==> src/core_macros.svh <==
`ifndef CORE_MACROS_SVH
`define CORE_MACROS_SVH

// datapath widths
`define XLEN           64
`define INST_LEN       32
`define REG_ADDRWIDTH  5
`define CSR_ADDRWIDTH  12

// decoded operation code widths
`define ALUOP_LEN      5
`define MEMOP_LEN      4
`define EXCOP_LEN      3
`define PCOP_LEN       4
`define CSROP_LEN      3

`define TRAP_LEN       8

// stall and flush buses, one bit per stage
`define CTRLBUS_LEN    6
`define CTRLBUS_PC     0
`define CTRLBUS_IF_ID  1
`define CTRLBUS_ID_EX  2
`define CTRLBUS_EX_MEM 3
`define CTRLBUS_MEM_WB 4
`define CTRLBUS_WB     5

// addi x0, x0, 0
`define INST_NOP       32'h00000013

`endif

==> src/isa_pkg.sv <==
`default_nettype none

`include "core_macros.svh"

package isa_pkg;

  typedef logic [`XLEN-1:0]          xlen_t;
  typedef logic [`INST_LEN-1:0]      inst_t;
  typedef logic [`REG_ADDRWIDTH-1:0] reg_idx_t;
  typedef logic [`CSR_ADDRWIDTH-1:0] csr_idx_t;
  typedef logic [`ALUOP_LEN-1:0]     alu_op_t;
  typedef logic [`MEMOP_LEN-1:0]     mem_op_t;
  typedef logic [`EXCOP_LEN-1:0]     exc_op_t;
  typedef logic [`PCOP_LEN-1:0]      pc_op_t;
  typedef logic [`CSROP_LEN-1:0]     csr_op_t;

  localparam alu_op_t ALUOP_NONE = '0;
  localparam exc_op_t EXCOP_NONE = '0;
  localparam csr_op_t CSROP_NONE = '0;

  localparam mem_op_t MEMOP_NONE = 4'd0;
  localparam mem_op_t MEMOP_LB   = 4'd1;  // first load code
  localparam mem_op_t MEMOP_LH   = 4'd2;
  localparam mem_op_t MEMOP_LW   = 4'd3;
  localparam mem_op_t MEMOP_LD   = 4'd4;
  localparam mem_op_t MEMOP_LBU  = 4'd5;
  localparam mem_op_t MEMOP_LHU  = 4'd6;
  localparam mem_op_t MEMOP_LWU  = 4'd7;  // last load code
  localparam mem_op_t MEMOP_SB   = 4'd8;
  localparam mem_op_t MEMOP_SH   = 4'd9;
  localparam mem_op_t MEMOP_SW   = 4'd10;
  localparam mem_op_t MEMOP_SD   = 4'd11;

  localparam pc_op_t PCOP_NONE = 4'd0;
  localparam pc_op_t PCOP_JAL  = 4'd1;
  localparam pc_op_t PCOP_JALR = 4'd2;
  localparam pc_op_t PCOP_BEQ  = 4'd3;
  localparam pc_op_t PCOP_BNE  = 4'd4;
  localparam pc_op_t PCOP_BLT  = 4'd5;
  localparam pc_op_t PCOP_BGE  = 4'd6;
  localparam pc_op_t PCOP_BLTU = 4'd7;
  localparam pc_op_t PCOP_BGEU = 4'd8;

endpackage

`default_nettype wire

==> src/pipe_pkg.sv <==
`default_nettype none

`include "core_macros.svh"

package pipe_pkg;

  // bit order follows the CTRLBUS_* positions
  typedef logic [`CTRLBUS_LEN-1:0] ctrl_bus_t;

  // trap info rides along, never decoded here
  typedef logic [`TRAP_LEN-1:0] trap_bus_t;

endpackage

`default_nettype wire

==> src/branch_unit.sv <==
`timescale 1ns/1ps
`default_nettype none

`include "core_macros.svh"

module branch_unit import isa_pkg::*; (
  input  xlen_t  pc_i,
  input  xlen_t  rs1_data_i,
  input  xlen_t  rs2_data_i,
  input  xlen_t  imm_i,
  input  pc_op_t pc_op_i,
  output logic   taken_o,
  output xlen_t  target_o
);

  xlen_t pc_rel;
  xlen_t reg_rel;
  logic  eq;
  logic  lt_s;
  logic  lt_u;

  assign pc_rel  = pc_i + imm_i;
  assign reg_rel = rs1_data_i + imm_i;

  assign eq   = (rs1_data_i == rs2_data_i);
  assign lt_s = ($signed(rs1_data_i) < $signed(rs2_data_i));
  assign lt_u = (rs1_data_i < rs2_data_i);

  always_comb begin
    taken_o  = 1'b0;
    target_o = pc_rel;  // jal and all conditional branches
    case (pc_op_i)
      PCOP_JAL:  taken_o = 1'b1;
      PCOP_JALR: begin
        taken_o  = 1'b1;
        target_o = {reg_rel[`XLEN-1:1], 1'b0};  // lsb cleared per spec
      end
      PCOP_BEQ:  taken_o = eq;
      PCOP_BNE:  taken_o = !eq;
      PCOP_BLT:  taken_o = lt_s;
      PCOP_BGE:  taken_o = !lt_s;
      PCOP_BLTU: taken_o = lt_u;
      PCOP_BGEU: taken_o = !lt_u;
      default:   taken_o = 1'b0;
    endcase
  end

endmodule

`default_nettype wire

==> src/id_ex_reg.sv <==
`timescale 1ns/1ps
`default_nettype none

`include "core_macros.svh"

module id_ex_reg import isa_pkg::*, pipe_pkg::*; (
  input  wire        clk,
  input  wire        rst_n_i,
  input  ctrl_bus_t  stall_valid_i,
  input  ctrl_bus_t  flush_valid_i,
  input  xlen_t      pc_i,
  input  inst_t      inst_i,
  input  reg_idx_t   rs1_idx_i,
  input  reg_idx_t   rs2_idx_i,
  input  reg_idx_t   rd_idx_i,
  input  xlen_t      imm_i,
  input  xlen_t      csr_imm_i,
  input  logic       csr_imm_valid_i,
  input  xlen_t      rs1_data_i,
  input  xlen_t      rs2_data_i,
  input  xlen_t      csr_data_i,
  input  csr_idx_t   csr_idx_i,
  input  alu_op_t    alu_op_i,
  input  mem_op_t    mem_op_i,
  input  exc_op_t    exc_op_i,
  input  pc_op_t     pc_op_i,
  input  csr_op_t    csr_op_i,
  input  trap_bus_t  trap_bus_i,
  output xlen_t      pc_o,
  output inst_t      inst_o,
  output reg_idx_t   rs1_idx_o,
  output reg_idx_t   rs2_idx_o,
  output reg_idx_t   rd_idx_o,
  output xlen_t      imm_o,
  output xlen_t      csr_imm_o,
  output logic       csr_imm_valid_o,
  output xlen_t      rs1_data_o,
  output xlen_t      rs2_data_o,
  output xlen_t      csr_data_o,
  output csr_idx_t   csr_idx_o,
  output alu_op_t    alu_op_o,
  output mem_op_t    mem_op_o,
  output exc_op_t    exc_op_o,
  output pc_op_t     pc_op_o,
  output csr_op_t    csr_op_o,
  output trap_bus_t  trap_bus_o
);

  logic hold;
  logic bubble;

  assign hold   = stall_valid_i[`CTRLBUS_ID_EX];
  assign bubble = flush_valid_i[`CTRLBUS_ID_EX];  // load a nop into ex

  always_ff @(posedge clk or negedge rst_n_i) begin
    if (!rst_n_i) begin
      pc_o            <= '0;
      inst_o          <= `INST_NOP;
      rs1_idx_o       <= '0;
      rs2_idx_o       <= '0;
      rd_idx_o        <= '0;
      imm_o           <= '0;
      csr_imm_o       <= '0;
      csr_imm_valid_o <= 1'b0;
      rs1_data_o      <= '0;
      rs2_data_o      <= '0;
      csr_data_o      <= '0;
      csr_idx_o       <= '0;
      alu_op_o        <= ALUOP_NONE;
      mem_op_o        <= MEMOP_NONE;
      exc_op_o        <= EXCOP_NONE;
      pc_op_o         <= PCOP_NONE;
      csr_op_o        <= CSROP_NONE;
      trap_bus_o      <= '0;
    end else if (!hold) begin
      if (bubble) begin
        pc_o            <= '0;
        inst_o          <= `INST_NOP;
        rs1_idx_o       <= '0;
        rs2_idx_o       <= '0;
        rd_idx_o        <= '0;
        imm_o           <= '0;
        csr_imm_o       <= '0;
        csr_imm_valid_o <= 1'b0;
        rs1_data_o      <= '0;
        rs2_data_o      <= '0;
        csr_data_o      <= '0;
        csr_idx_o       <= '0;
        alu_op_o        <= ALUOP_NONE;
        mem_op_o        <= MEMOP_NONE;
        exc_op_o        <= EXCOP_NONE;
        pc_op_o         <= PCOP_NONE;
        csr_op_o        <= CSROP_NONE;
        trap_bus_o      <= '0;
      end else begin
        pc_o            <= pc_i;
        inst_o          <= inst_i;
        rs1_idx_o       <= rs1_idx_i;
        rs2_idx_o       <= rs2_idx_i;
        rd_idx_o        <= rd_idx_i;
        imm_o           <= imm_i;
        csr_imm_o       <= csr_imm_i;
        csr_imm_valid_o <= csr_imm_valid_i;
        rs1_data_o      <= rs1_data_i;
        rs2_data_o      <= rs2_data_i;
        csr_data_o      <= csr_data_i;
        csr_idx_o       <= csr_idx_i;
        alu_op_o        <= alu_op_i;
        mem_op_o        <= mem_op_i;
        exc_op_o        <= exc_op_i;
        pc_op_o         <= pc_op_i;
        csr_op_o        <= csr_op_i;
        trap_bus_o      <= trap_bus_i;
      end
    end
  end

endmodule

`default_nettype wire

==> src/idex_stage_top.sv <==
`timescale 1ns/1ps
`default_nettype none

module idex_stage_top import isa_pkg::*, pipe_pkg::*; (
  input  wire        clk,
  input  wire        rst_n_i,
  input  logic       mem_stall_i,
  input  xlen_t      pc_i,
  input  inst_t      inst_i,
  input  reg_idx_t   rs1_idx_i,
  input  reg_idx_t   rs2_idx_i,
  input  reg_idx_t   rd_idx_i,
  input  xlen_t      imm_i,
  input  xlen_t      csr_imm_i,
  input  logic       csr_imm_valid_i,
  input  xlen_t      rs1_data_i,
  input  xlen_t      rs2_data_i,
  input  xlen_t      csr_data_i,
  input  csr_idx_t   csr_idx_i,
  input  alu_op_t    alu_op_i,
  input  mem_op_t    mem_op_i,
  input  exc_op_t    exc_op_i,
  input  pc_op_t     pc_op_i,
  input  csr_op_t    csr_op_i,
  input  trap_bus_t  trap_bus_i,
  output xlen_t      ex_pc_o,
  output inst_t      ex_inst_o,
  output reg_idx_t   ex_rs1_idx_o,
  output reg_idx_t   ex_rs2_idx_o,
  output reg_idx_t   ex_rd_idx_o,
  output xlen_t      ex_imm_o,
  output xlen_t      ex_csr_imm_o,
  output logic       ex_csr_imm_valid_o,
  output xlen_t      ex_rs1_data_o,
  output xlen_t      ex_rs2_data_o,
  output xlen_t      ex_csr_data_o,
  output csr_idx_t   ex_csr_idx_o,
  output alu_op_t    ex_alu_op_o,
  output mem_op_t    ex_mem_op_o,
  output exc_op_t    ex_exc_op_o,
  output pc_op_t     ex_pc_op_o,
  output csr_op_t    ex_csr_op_o,
  output trap_bus_t  ex_trap_bus_o,
  output ctrl_bus_t  stall_valid_o,
  output ctrl_bus_t  flush_valid_o,
  output logic       redirect_valid_o,
  output xlen_t      redirect_pc_o
);

  logic ex_taken;

  id_ex_reg u_id_ex_reg (
    .clk             (clk),
    .rst_n_i         (rst_n_i),
    .stall_valid_i   (stall_valid_o),
    .flush_valid_i   (flush_valid_o),
    .pc_i            (pc_i),
    .inst_i          (inst_i),
    .rs1_idx_i       (rs1_idx_i),
    .rs2_idx_i       (rs2_idx_i),
    .rd_idx_i        (rd_idx_i),
    .imm_i           (imm_i),
    .csr_imm_i       (csr_imm_i),
    .csr_imm_valid_i (csr_imm_valid_i),
    .rs1_data_i      (rs1_data_i),
    .rs2_data_i      (rs2_data_i),
    .csr_data_i      (csr_data_i),
    .csr_idx_i       (csr_idx_i),
    .alu_op_i        (alu_op_i),
    .mem_op_i        (mem_op_i),
    .exc_op_i        (exc_op_i),
    .pc_op_i         (pc_op_i),
    .csr_op_i        (csr_op_i),
    .trap_bus_i      (trap_bus_i),
    .pc_o            (ex_pc_o),
    .inst_o          (ex_inst_o),
    .rs1_idx_o       (ex_rs1_idx_o),
    .rs2_idx_o       (ex_rs2_idx_o),
    .rd_idx_o        (ex_rd_idx_o),
    .imm_o           (ex_imm_o),
    .csr_imm_o       (ex_csr_imm_o),
    .csr_imm_valid_o (ex_csr_imm_valid_o),
    .rs1_data_o      (ex_rs1_data_o),
    .rs2_data_o      (ex_rs2_data_o),
    .csr_data_o      (ex_csr_data_o),
    .csr_idx_o       (ex_csr_idx_o),
    .alu_op_o        (ex_alu_op_o),
    .mem_op_o        (ex_mem_op_o),
    .exc_op_o        (ex_exc_op_o),
    .pc_op_o         (ex_pc_op_o),
    .csr_op_o        (ex_csr_op_o),
    .trap_bus_o      (ex_trap_bus_o)
  );

  branch_unit u_branch_unit (
    .pc_i       (ex_pc_o),
    .rs1_data_i (ex_rs1_data_o),
    .rs2_data_i (ex_rs2_data_o),
    .imm_i      (ex_imm_o),
    .pc_op_i    (ex_pc_op_o),
    .taken_o    (ex_taken),
    .target_o   (redirect_pc_o)
  );

  // hazard compare uses the id-side source indices
  pipe_ctrl u_pipe_ctrl (
    .mem_stall_i      (mem_stall_i),
    .taken_i          (ex_taken),
    .id_rs1_idx_i     (rs1_idx_i),
    .id_rs2_idx_i     (rs2_idx_i),
    .ex_rd_idx_i      (ex_rd_idx_o),
    .ex_mem_op_i      (ex_mem_op_o),
    .stall_valid_o    (stall_valid_o),
    .flush_valid_o    (flush_valid_o),
    .redirect_valid_o (redirect_valid_o)
  );

endmodule

`default_nettype wire

==> src/pipe_ctrl.sv <==
`timescale 1ns/1ps
`default_nettype none

`include "core_macros.svh"

module pipe_ctrl import isa_pkg::*, pipe_pkg::*; (
  input  logic      mem_stall_i,
  input  logic      taken_i,
  input  reg_idx_t  id_rs1_idx_i,
  input  reg_idx_t  id_rs2_idx_i,
  input  reg_idx_t  ex_rd_idx_i,
  input  mem_op_t   ex_mem_op_i,
  output ctrl_bus_t stall_valid_o,
  output ctrl_bus_t flush_valid_o,
  output logic      redirect_valid_o
);

  logic ex_is_load;
  logic rd_match;
  logic load_use;

  assign ex_is_load = (ex_mem_op_i >= MEMOP_LB) && (ex_mem_op_i <= MEMOP_LWU);
  assign rd_match   = (ex_rd_idx_i == id_rs1_idx_i) || (ex_rd_idx_i == id_rs2_idx_i);
  assign load_use   = ex_is_load && (ex_rd_idx_i != '0) && rd_match;  // x0 never hazards

  always_comb begin
    stall_valid_o    = '0;
    flush_valid_o    = '0;
    redirect_valid_o = 1'b0;
    if (mem_stall_i) begin
      // freeze everything up to mem/wb
      stall_valid_o[`CTRLBUS_PC]     = 1'b1;
      stall_valid_o[`CTRLBUS_IF_ID]  = 1'b1;
      stall_valid_o[`CTRLBUS_ID_EX]  = 1'b1;
      stall_valid_o[`CTRLBUS_EX_MEM] = 1'b1;
      stall_valid_o[`CTRLBUS_MEM_WB] = 1'b1;
      stall_valid_o[`CTRLBUS_WB]     = 1'b0;  // wb still retires
    end else if (taken_i) begin
      redirect_valid_o              = 1'b1;
      flush_valid_o[`CTRLBUS_IF_ID] = 1'b1;  // kill wrong-path fetch
      flush_valid_o[`CTRLBUS_ID_EX] = 1'b1;  // and wrong-path decode
    end else if (load_use) begin
      stall_valid_o[`CTRLBUS_PC]    = 1'b1;
      stall_valid_o[`CTRLBUS_IF_ID] = 1'b1;
      flush_valid_o[`CTRLBUS_ID_EX] = 1'b1;  // bubble behind the load
    end
  end

endmodule

`default_nettype wire

==> config.mk <==
export PLATFORM = sky130hd
export DESIGN_NAME = idex_stage_top
export DESIGN_NICKNAME = d
export VERILOG_FILES = /design/src/isa_pkg.sv /design/src/pipe_pkg.sv /design/src/branch_unit.sv /design/src/id_ex_reg.sv /design/src/idex_stage_top.sv /design/src/pipe_ctrl.sv
export VERILOG_INCLUDE_DIRS = /design/src
export SDC_FILE = /design/constraint.sdc
export NUM_CORES = 1
export LEC_CHECK = 0
export BUFFER_PORTS_ARGS = -buffer_cell sky130_fd_sc_hd__buf_2
export CAP_MARGIN = 5
export CORE_AREA = 2 2 396 398
export DETAILED_ROUTE_END_ITERATION = 12
export DIE_AREA = 0 0 398 400
export HOLD_SLACK_MARGIN = 0.12
export RECOVER_POWER = 100
export SLEW_MARGIN = 20
export SYNTH_ARGS = -nofsm -noshare
export SYNTH_HDL_FRONTEND = slang
export SYNTH_HIERARCHICAL = 1
export SYNTH_SLANG_ARGS = --single-unit
==> constraint.sdc <==
create_clock -name clk -period 7.4 [get_ports clk]
set_input_delay 1.11 -clock clk [delete_from_list [all_inputs] [get_ports clk]]
set_output_delay 1.11 -clock clk [all_outputs]
set_load 0.05 [all_outputs]
==> results of run 1 <==
[Yosys cell counts, types with 19 or more instances]
cell type / number / area [sq um]
xor2_1: 51 / 446.7
a21oi_1: 201 / 1006
o21bai_1: 29 / 217.7
dfrtp_1: 468 / 11710
o21ai_1: 300 / 1501
nor3_1: 26 / 130.1
clkbuf_1: 139 / 521.8
o21ai_0: 274 / 1371
buf_6: 37 / 416.7
nand2_1: 595 / 2233
a21o_1: 109 / 818.3
nand2b_1: 480 / 3003
nor2_1: 114 / 427.9
buf_4: 27 / 202.7
inv_1: 105 / 394.1
ha_1: 189 / 2365
xnor2_1: 71 / 621.9
nand4_1: 50 / 312.8
o21a_1: 19 / 142.6
nand3_1: 20 / 100.1
[logic make-up after synthesis]
group / Yosys count / share of synthesized area (%)
and+or+nand+nor: 1343 / 22.17
AOI/OAI and AO/OA: 1048 / 20.42
DFF: 471 / 39.61
buffers and inverters: 336 / 5.615
adders and majority gates: 191 / 8.078
xor gates and xnor gates: 122 / 3.589
muxes: 15 / 0.5086
other: 1 / 0.01260
[worst max-delay path, cell delays in order (launching register included)]
cell       delay (ps)
dfrtp_1           410
ha_1              210
inv_1              60
fa_1              390
and2b_1           240
o2111ai_1         190
a211oi_1          790
a211oi_1          440
a2111oi_4         670
a31o_4            370
a2111oi_4         140
o31a_1            350
xnor2_1           170
a21oi_1           160
clkbuf_1          550
[metrics by stage]
step           std cells  power (uW)  utilization [%]  instance area [sq um]  hold slack, ps
2_1_floorplan       3531        7954                -                  29780           580.2
3_3_place_gp        6399        9993            23.51                  36470           461.3
3_5_place_dp        6400       10030            23.52                  36480           466.3
4_1_cts             6506       13180            24.83                  38510           442.5
5_1_grt             6509       13540            24.36                  37790           502.8
6_report            6514       12870            24.37                  37800           477.1
[registers in the layout, indices dropped and copies added, names as in the netlist, 5 cells and up]
| name | cells |
|---|---|
| u_id_ex_reg/csr_data_o | 64 |
| u_id_ex_reg/csr_imm_o | 64 |
| u_id_ex_reg/imm_o | 64 |
| u_id_ex_reg/pc_o | 64 |
| u_id_ex_reg/rs1_data_o | 64 |
| u_id_ex_reg/rs2_data_o | 64 |
| u_id_ex_reg/inst_o | 32 |
| u_id_ex_reg/csr_idx_o | 12 |
| u_id_ex_reg/trap_bus_o | 8 |
| u_id_ex_reg/alu_op_o | 5 |
| u_id_ex_reg/rd_idx_o | 5 |
| u_id_ex_reg/rs1_idx_o | 5 |
| u_id_ex_reg/rs2_idx_o | 5 |
[final cells by class]
class,instances,area [sq um]
fill,17270,117300
multi-input combinational,2724,16320
sequential,471,11790
timing repair buffer,1042,4669
tap,2058,2575
clock buffer,78,1617
clock inverter,28,416.7
inverter,105,394.1
antenna,8,20.02
[worst max-delay path by stage]
stage | end | cells past startpoint | slack (ps) | start
2_1_floorplan | stall_valid_o[1] | 14 | 1720 | u_id_ex_reg/rs2_data_o[57]
3_3_place_gp | u_id_ex_reg/rs1_data_o[43] | 17 | 430 | u_id_ex_reg/rs2_data_o[8]
3_5_place_dp | u_id_ex_reg/rs2_data_o[31] | 18 | 1150 | u_id_ex_reg/rs2_data_o[1]
4_1_cts | flush_valid_o[2] | 15 | 650 | u_id_ex_reg/rs2_data_o[1]
5_1_grt | redirect_valid_o | 15 | 220 | u_id_ex_reg/rs2_data_o[1]
6_report | redirect_pc_o[54] | 14 | 490 | u_id_ex_reg/imm_o[0]
[power groups by stage]
stage	combinational [uW]	clock [uW]	sequential [uW]
2_1_floorplan	3200	0	4750
3_3_place_gp	6500	0	3490
3_5_place_dp	6520	0	3510
4_1_cts	6540	3170	3470
5_1_grt	6760	3260	3520
6_report	6330	3070	3470
[layer usage]
layer	global-route usage, %	up-vias	wire, um
li1	-	13780	-
met4	5.222	6	4830
met2	26.79	1154	64370
met3	3.271	207	9826
met1	20.62	13640	56810
met5	0	-	40
==> metrics.yaml, run 1 <==
die-area_sq_um: 159200
synth-edff-count: 0
setup_violations: 0
syn_area_sq_um: 29770
final_layout_size_suffix_gt1_share_pct: 14.16
fp.coreArea_sq_um: 155100
critPathRequiredTime_ps: 6290
r2r_end: "u_id_ex_reg/rs1_data_o[27]"
cts_tree: "built"
synth_seq_area_share_pct: 39.61
power.internal_uw: 6383
cp.arrival_ps: 5800
endpoint_kind: "output pin"
final_cell_mix: "nand2_1, o21ai_0, clkbuf_1"
max_freq_ghz: 0.1446
ant_nets: 0
crit_type: "reg -> out"
cts_max_level: 2
worst_slack_ps: 486.1
finalMaxSlewViolations: 606
max_slew_margin_pct: -252.0
hold_class: "reg -> reg"
min_to: "u_id_ex_reg/inst_o[0]"
min_path_cells: 2
synth-main-ff-cell: "dfrtp_1"
period_share_pct: 93.43
place_ws_ps: 1151
r2r_start: "u_id_ex_reg/rs2_data_o[1]"
p_sw_uw: 6485
p_per_area_nw_per_um2: 340.4
sequentialPowerShare_pct: 27.0
sw_frac_of_total_pct: 50.40
clock_path_buffers: 3
ys_ff_latch: 471
first_pass_iters: 6
grt_first_pass_wirelength_um: 190300
grt_max_degree: 205
fin_crit_ps: 6914
finClkSkew_ps: 44.36
reg2reg_slack_ps: 710
p_clk_share_pct: 23.8
vias: 28780
place.gp.congestion: 0.9466
clk_latency_ps: 670
outcome: "finished, violations left"
violations: "max-capacitance violations, max-slew violations"
cts_resized: 0
dp_hpwl_um: 109100
finalHoldViolCount: 0
synthArstFlopShare_pct: 100.0
ys_types: 80
grt_pass1_vias: 27240
hp-start: "u_id_ex_reg/inst_o[0]"
cts.sinks: 471
wl_per_cell_um: 20.86
synthCells: 3527
antenna_found_initial: 25
p_leak_uw: 0.01729
routed_wl_um: 135900
clkTransAtPathRegs_ps: 60
rsz0062_at_grt: "false"
worst_pin_slew_ps: 5279
fin_tns_setup_ps: 0
die_h_um: 400
rows: 145
cp_max_fo: 5
via_per_inst: 4.419
track_usage_pct: 16.05
pin_count: 1022
ir_worst_vdd_v: 0.0001966
finalNetCount: 5067
start_util_pct: 19.19
drtIter0Drc: 2393
synth.avg_cell_area_sq_um: 8.440
cts_buffers: 58
rr_worst_depth: 17
postCtsHoldBufs: 0
post_cts_buffers: 0
crit_path_start_kind: "flop"
die_w_um: 398
post-route-drc-count: 0
cap_violations: 7
yosys_warnings: 6
final_common_cell: "nand2_1"
pwr-share-comb_pct: 49.2
port_buffers: 1016
grt-ovfl-total: 0
cts_root_buffer: "clkbuf_16"
synthToLayoutAreaGrowth_pct: 26.98
(Power assumes the default switching activity.)
==> run 2, diff against run 1 <==
--- a/config.mk
+++ b/config.mk
@@ -6,11 +6,12 @@
 export SDC_FILE = /design/constraint.sdc
 export NUM_CORES = 1
 export LEC_CHECK = 0
+export ABC_AREA = 1
 export BUFFER_PORTS_ARGS = -buffer_cell sky130_fd_sc_hd__buf_2
 export CAP_MARGIN = 5
-export CORE_AREA = 2 2 396 398
+export CORE_AREA = 2 2 400 402
 export DETAILED_ROUTE_END_ITERATION = 12
-export DIE_AREA = 0 0 398 400
+export DIE_AREA = 0 0 402 404
 export HOLD_SLACK_MARGIN = 0.12
 export RECOVER_POWER = 100
 export SLEW_MARGIN = 20
==> run 2 against run 1 <==
The run still ends with max-capacitance violations, max-slew violations left. Register-to-register slack improved by 860 ps. Combinational power rose by 11%. Cell area grew 2.5%. First-iteration DRC count up 15%. Area after synthesis up 1.9%. Global-route usage increased by 3.8 points. Utilization grew 0.18 points. Maximum frequency grew 19%. Sequential cell count unchanged. Synthesized cell count is 28% higher. Clock power decreased by 3%.
==> metrics.yaml, run 2 <==
wl_per_cell_um: 22.12  # +6.0%
routed_wl_um: 168300  # +24%
cts_resized: 0  # unchanged
rsz0062_at_grt: "false"
seq_area_sq_um: 11790  # unchanged
postCtsHoldBufs: 0  # unchanged
die-area_sq_um: 162400  # +2.0%
endpoint_kind: "flop"
synthTopCellsByCount: "nand2_1, dfrtp_1, inv_1"
place.gp.congestion: 0.9562  # +1.0%
grt_first_pass_wirelength_um: 234100  # +23%
rows: 146  # +0.69%
violations: "max-capacitance violations, max-slew violations"
synth-main-ff-cell: "dfrtp_1"
synthCells: 4502  # +28%
die_h_um: 404  # +1.0%
drtIter0Drc: 2759  # +15%
fillers: 18060  # +4.6%
die_w_um: 402  # +1.0%
final_cell_mix: "nand2_1, clkbuf_1, buf_2"
worst_pin_slew_ps: 4277  # -1002 ps
finClkSkew_ps: 18.78  # -25.58 ps
critPathRequiredTime_ps: 8000  # +1710 ps
post-route-drc-count: 0  # unchanged
synth.largest_area_cell: "dfrtp_1"
synth-edff-count: 0  # unchanged
grt-ovfl-total: 0  # unchanged
finalMaxSlewViolations: 540  # -11%
power.internal_uw: 6126  # -4.0%
hold_class: "in -> async"
dp_hpwl_um: 140300  # +29%
track_usage_pct: 19.86  # +3.8 points
crit_path_start_kind: "flop"
cts_max_level: 2  # unchanged
p_sw_uw: 7489  # +15%
final_common_cell: "nand2_1"
fin_tns_setup_ps: 0  # unchanged
reg2reg_slack_ps: 1570  # +860 ps
fp.coreArea_sq_um: 157800  # +1.7%
clkTransAtPathRegs_ps: 60  # about the same
cts_buffers: 60  # +3.4%
rr_worst_depth: 22  # +5
port_buffers: 1016  # unchanged
cp.arrival_ps: 6430  # +630 ps
sequentialPowerShare_pct: 26.8  # -0.2 points
cts_tree: "built"
hold_ws_ps: 432.6  # -44.50 ps
synth.avg_cell_area_sq_um: 6.738  # -20%
cts_root_buffer: "clkbuf_16"
cts.sinks: 471  # unchanged
outcome: "finished, violations left"
max_slew_margin_pct: -185.1  # +67 points
finalHoldViolCount: 0  # unchanged
ys_ff_latch: 471  # unchanged
synthToLayoutAreaGrowth_pct: 27.72
ys_types: 47  # -41%
antenna_found_initial: 40  # +60%
crit_type: "reg -> reg"
final_layout_size_suffix_gt1_share_pct: 11.86  # -2.3 points
period_share_pct: 78.78  # -15 points
synth.most_common_cell: "nand2_1"
syn_area_sq_um: 30330  # +1.9%
synth.top_cells.by_area: "dfrtp_1, nand2_1, ha_1, inv_1, nor2_1"
start_util_pct: 19.22  # +0.028 points
r2r_start: "u_id_ex_reg/rs2_data_o[63]"
finalNetCount: 6145  # +21%
multi_input_area_sq_um: 16060  # -1.6%
clock_path_buffers: 3  # unchanged
grt_pass1_vias: 32710  # +20%
fin_crit_ps: 5830  # -1084 ps
synth_top_area_share_pct: 38.61  # -0.73 points
yosys_warnings: 6  # unchanged
p_leak_uw: 0.02031  # +17%
sw_frac_of_total_pct: 55.00  # +4.6 points
p_per_area_nw_per_um2: 351.4  # +3.2%
p_clk_share_pct: 21.9  # -1.9 points
grt_max_degree: 164  # -20%
ir_worst_vdd_v: 0.0001832  # -6.9%
cap_violations: 7  # unchanged
cp_max_fo: 69  # +64
max_freq_ghz: 0.1715  # +19%
vias: 33400  # +16%
clk_latency_ps: 670  # about the same
synth_seq_area_share_pct: 38.87  # -0.74 points
r2r_end: "u_id_ex_reg/mem_op_o[3]"
pin_count: 1022  # unchanged
pwr-share-comb_pct: 51.4  # +2.2 points
cp-endpoint: "u_id_ex_reg/mem_op_o[3]"
ant_nets: 0  # unchanged
first_pass_iters: 6  # unchanged
synthArstFlopShare_pct: 100.0  # unchanged
crit_start: "u_id_ex_reg/rs2_data_o[63]"
via_per_inst: 4.391  # -0.63%
setup_violations: 0  # unchanged
post_cts_buffers: 0  # unchanged
==> run 2: cell count changes in the layout (fill, tap and decap cells not counted), moves of 16 or more <==
cell,before,now
nand3_1,20,165
nor2_1,114,344
xor2_1,51,10
nand4_1,50,25
xnor2_1,71,8
o211ai_1,16,0
nand2_1,595,2132
a21o_1,109,12
nand2_2,0,18
inv_1,105,450
o21ai_0,558,167
a21oi_1,201,247
nand2b_1,480,1
==> run 2: layout make-up <==
type                            count  share of cell area [%]
Antenna cell                       11                 0.07105
Clock buffer                       76                   4.186
Clock inverter                     30                  0.8268
Inverter                          457                   4.428
Multi-Input combinational cell   3452                   41.45
Sequential cell                   471                   30.43
Tap cell                         2072                   6.692
Timing Repair Buffer             1038                   11.91
==> run 2: kinds of logic after synthesis <==
kind of cell | Yosys count | share of synthesized area (%)
AOI/OAI and AO/OA | 476 | 8.275
xor gates and xnor gates | 18 | 0.5197
adders and majority gates | 191 | 7.928
buffers and inverters | 583 | 8.213
DFF | 471 | 38.87
muxes | 2 | 0.07012
other | 1 | 0.01236
and+or+nand+nor | 2760 | 36.11
==> run 2: critical path, stage by stage (launching register included) <==
cell	delay (ps)
dfrtp_1	450
inv_1	80
ha_1	430
nand2_1	110
nor2_1	280
nand3_1	150
nor2_1	160
nand2_1	180
nor2_1	130
nand2_1	70
nand4_1	160
nand2_1	80
nand3_1	90
nand3_1	120
inv_1	140
nor2_1	100
inv_1	80
nand2_1	170
nor2_8	460
clkbuf_2	1270
clkbuf_1	750
nand2_1	140
nand2_1	100
==> run 2: worst min path at each step <==
stage	start	slack, ps	endpoint
3_3_place_gp	u_id_ex_reg/inst_o[27]	460	u_id_ex_reg/inst_o[27]
2_1_floorplan	u_id_ex_reg/inst_o[0]	580	u_id_ex_reg/inst_o[0]
4_1_cts	rst_n_i	450	u_id_ex_reg/csr_idx_o[8]
3_5_place_dp	u_id_ex_reg/csr_data_o[56]	460	u_id_ex_reg/csr_data_o[56]
6_report	rst_n_i	430	u_id_ex_reg/csr_idx_o[8]
5_1_grt	rst_n_i	470	u_id_ex_reg/csr_idx_o[8]
==> run 2: through the flow <==
stage                     total power, uW  std cells  setup slack (ps)  cell area (sq um)  utilization [%]
after floorplan                      8210       4506              2923              30350                -
after global placement              10820       7490              2705              37530            23.78
after detailed placement            10840       7490              2772              37530            23.78
after CTS                           13910       7596              1996              39480            25.01
after global routing                14380       7605             887.0              38730            24.54
final                               13610       7607              1570              38740            24.55
==> run 2: power by group through the flow <==
stage          logic, uW  registers [uW]  clock network, uW
2_1_floorplan       3250            4960                  0
4_1_cts             7190            3630               3090
5_1_grt             7500            3700               3180
3_5_place_dp        7170            3670                  0
3_3_place_gp        7160            3660                  0
6_report            7000            3640               2980
==> run 2: metal layers <==
metal / share of wire, % / up-vias / track usage, % / wire, um
met5: 0.010 / - / 0 / 17
met4: 4.3 / 4 / 7.776 / 7313
met3: 6.5 / 270 / 3.478 / 10920
met2: 49 / 1352 / 34.78 / 82450
met1: 40 / 15740 / 24.08 / 67570
li1: - / 16040 / - / -
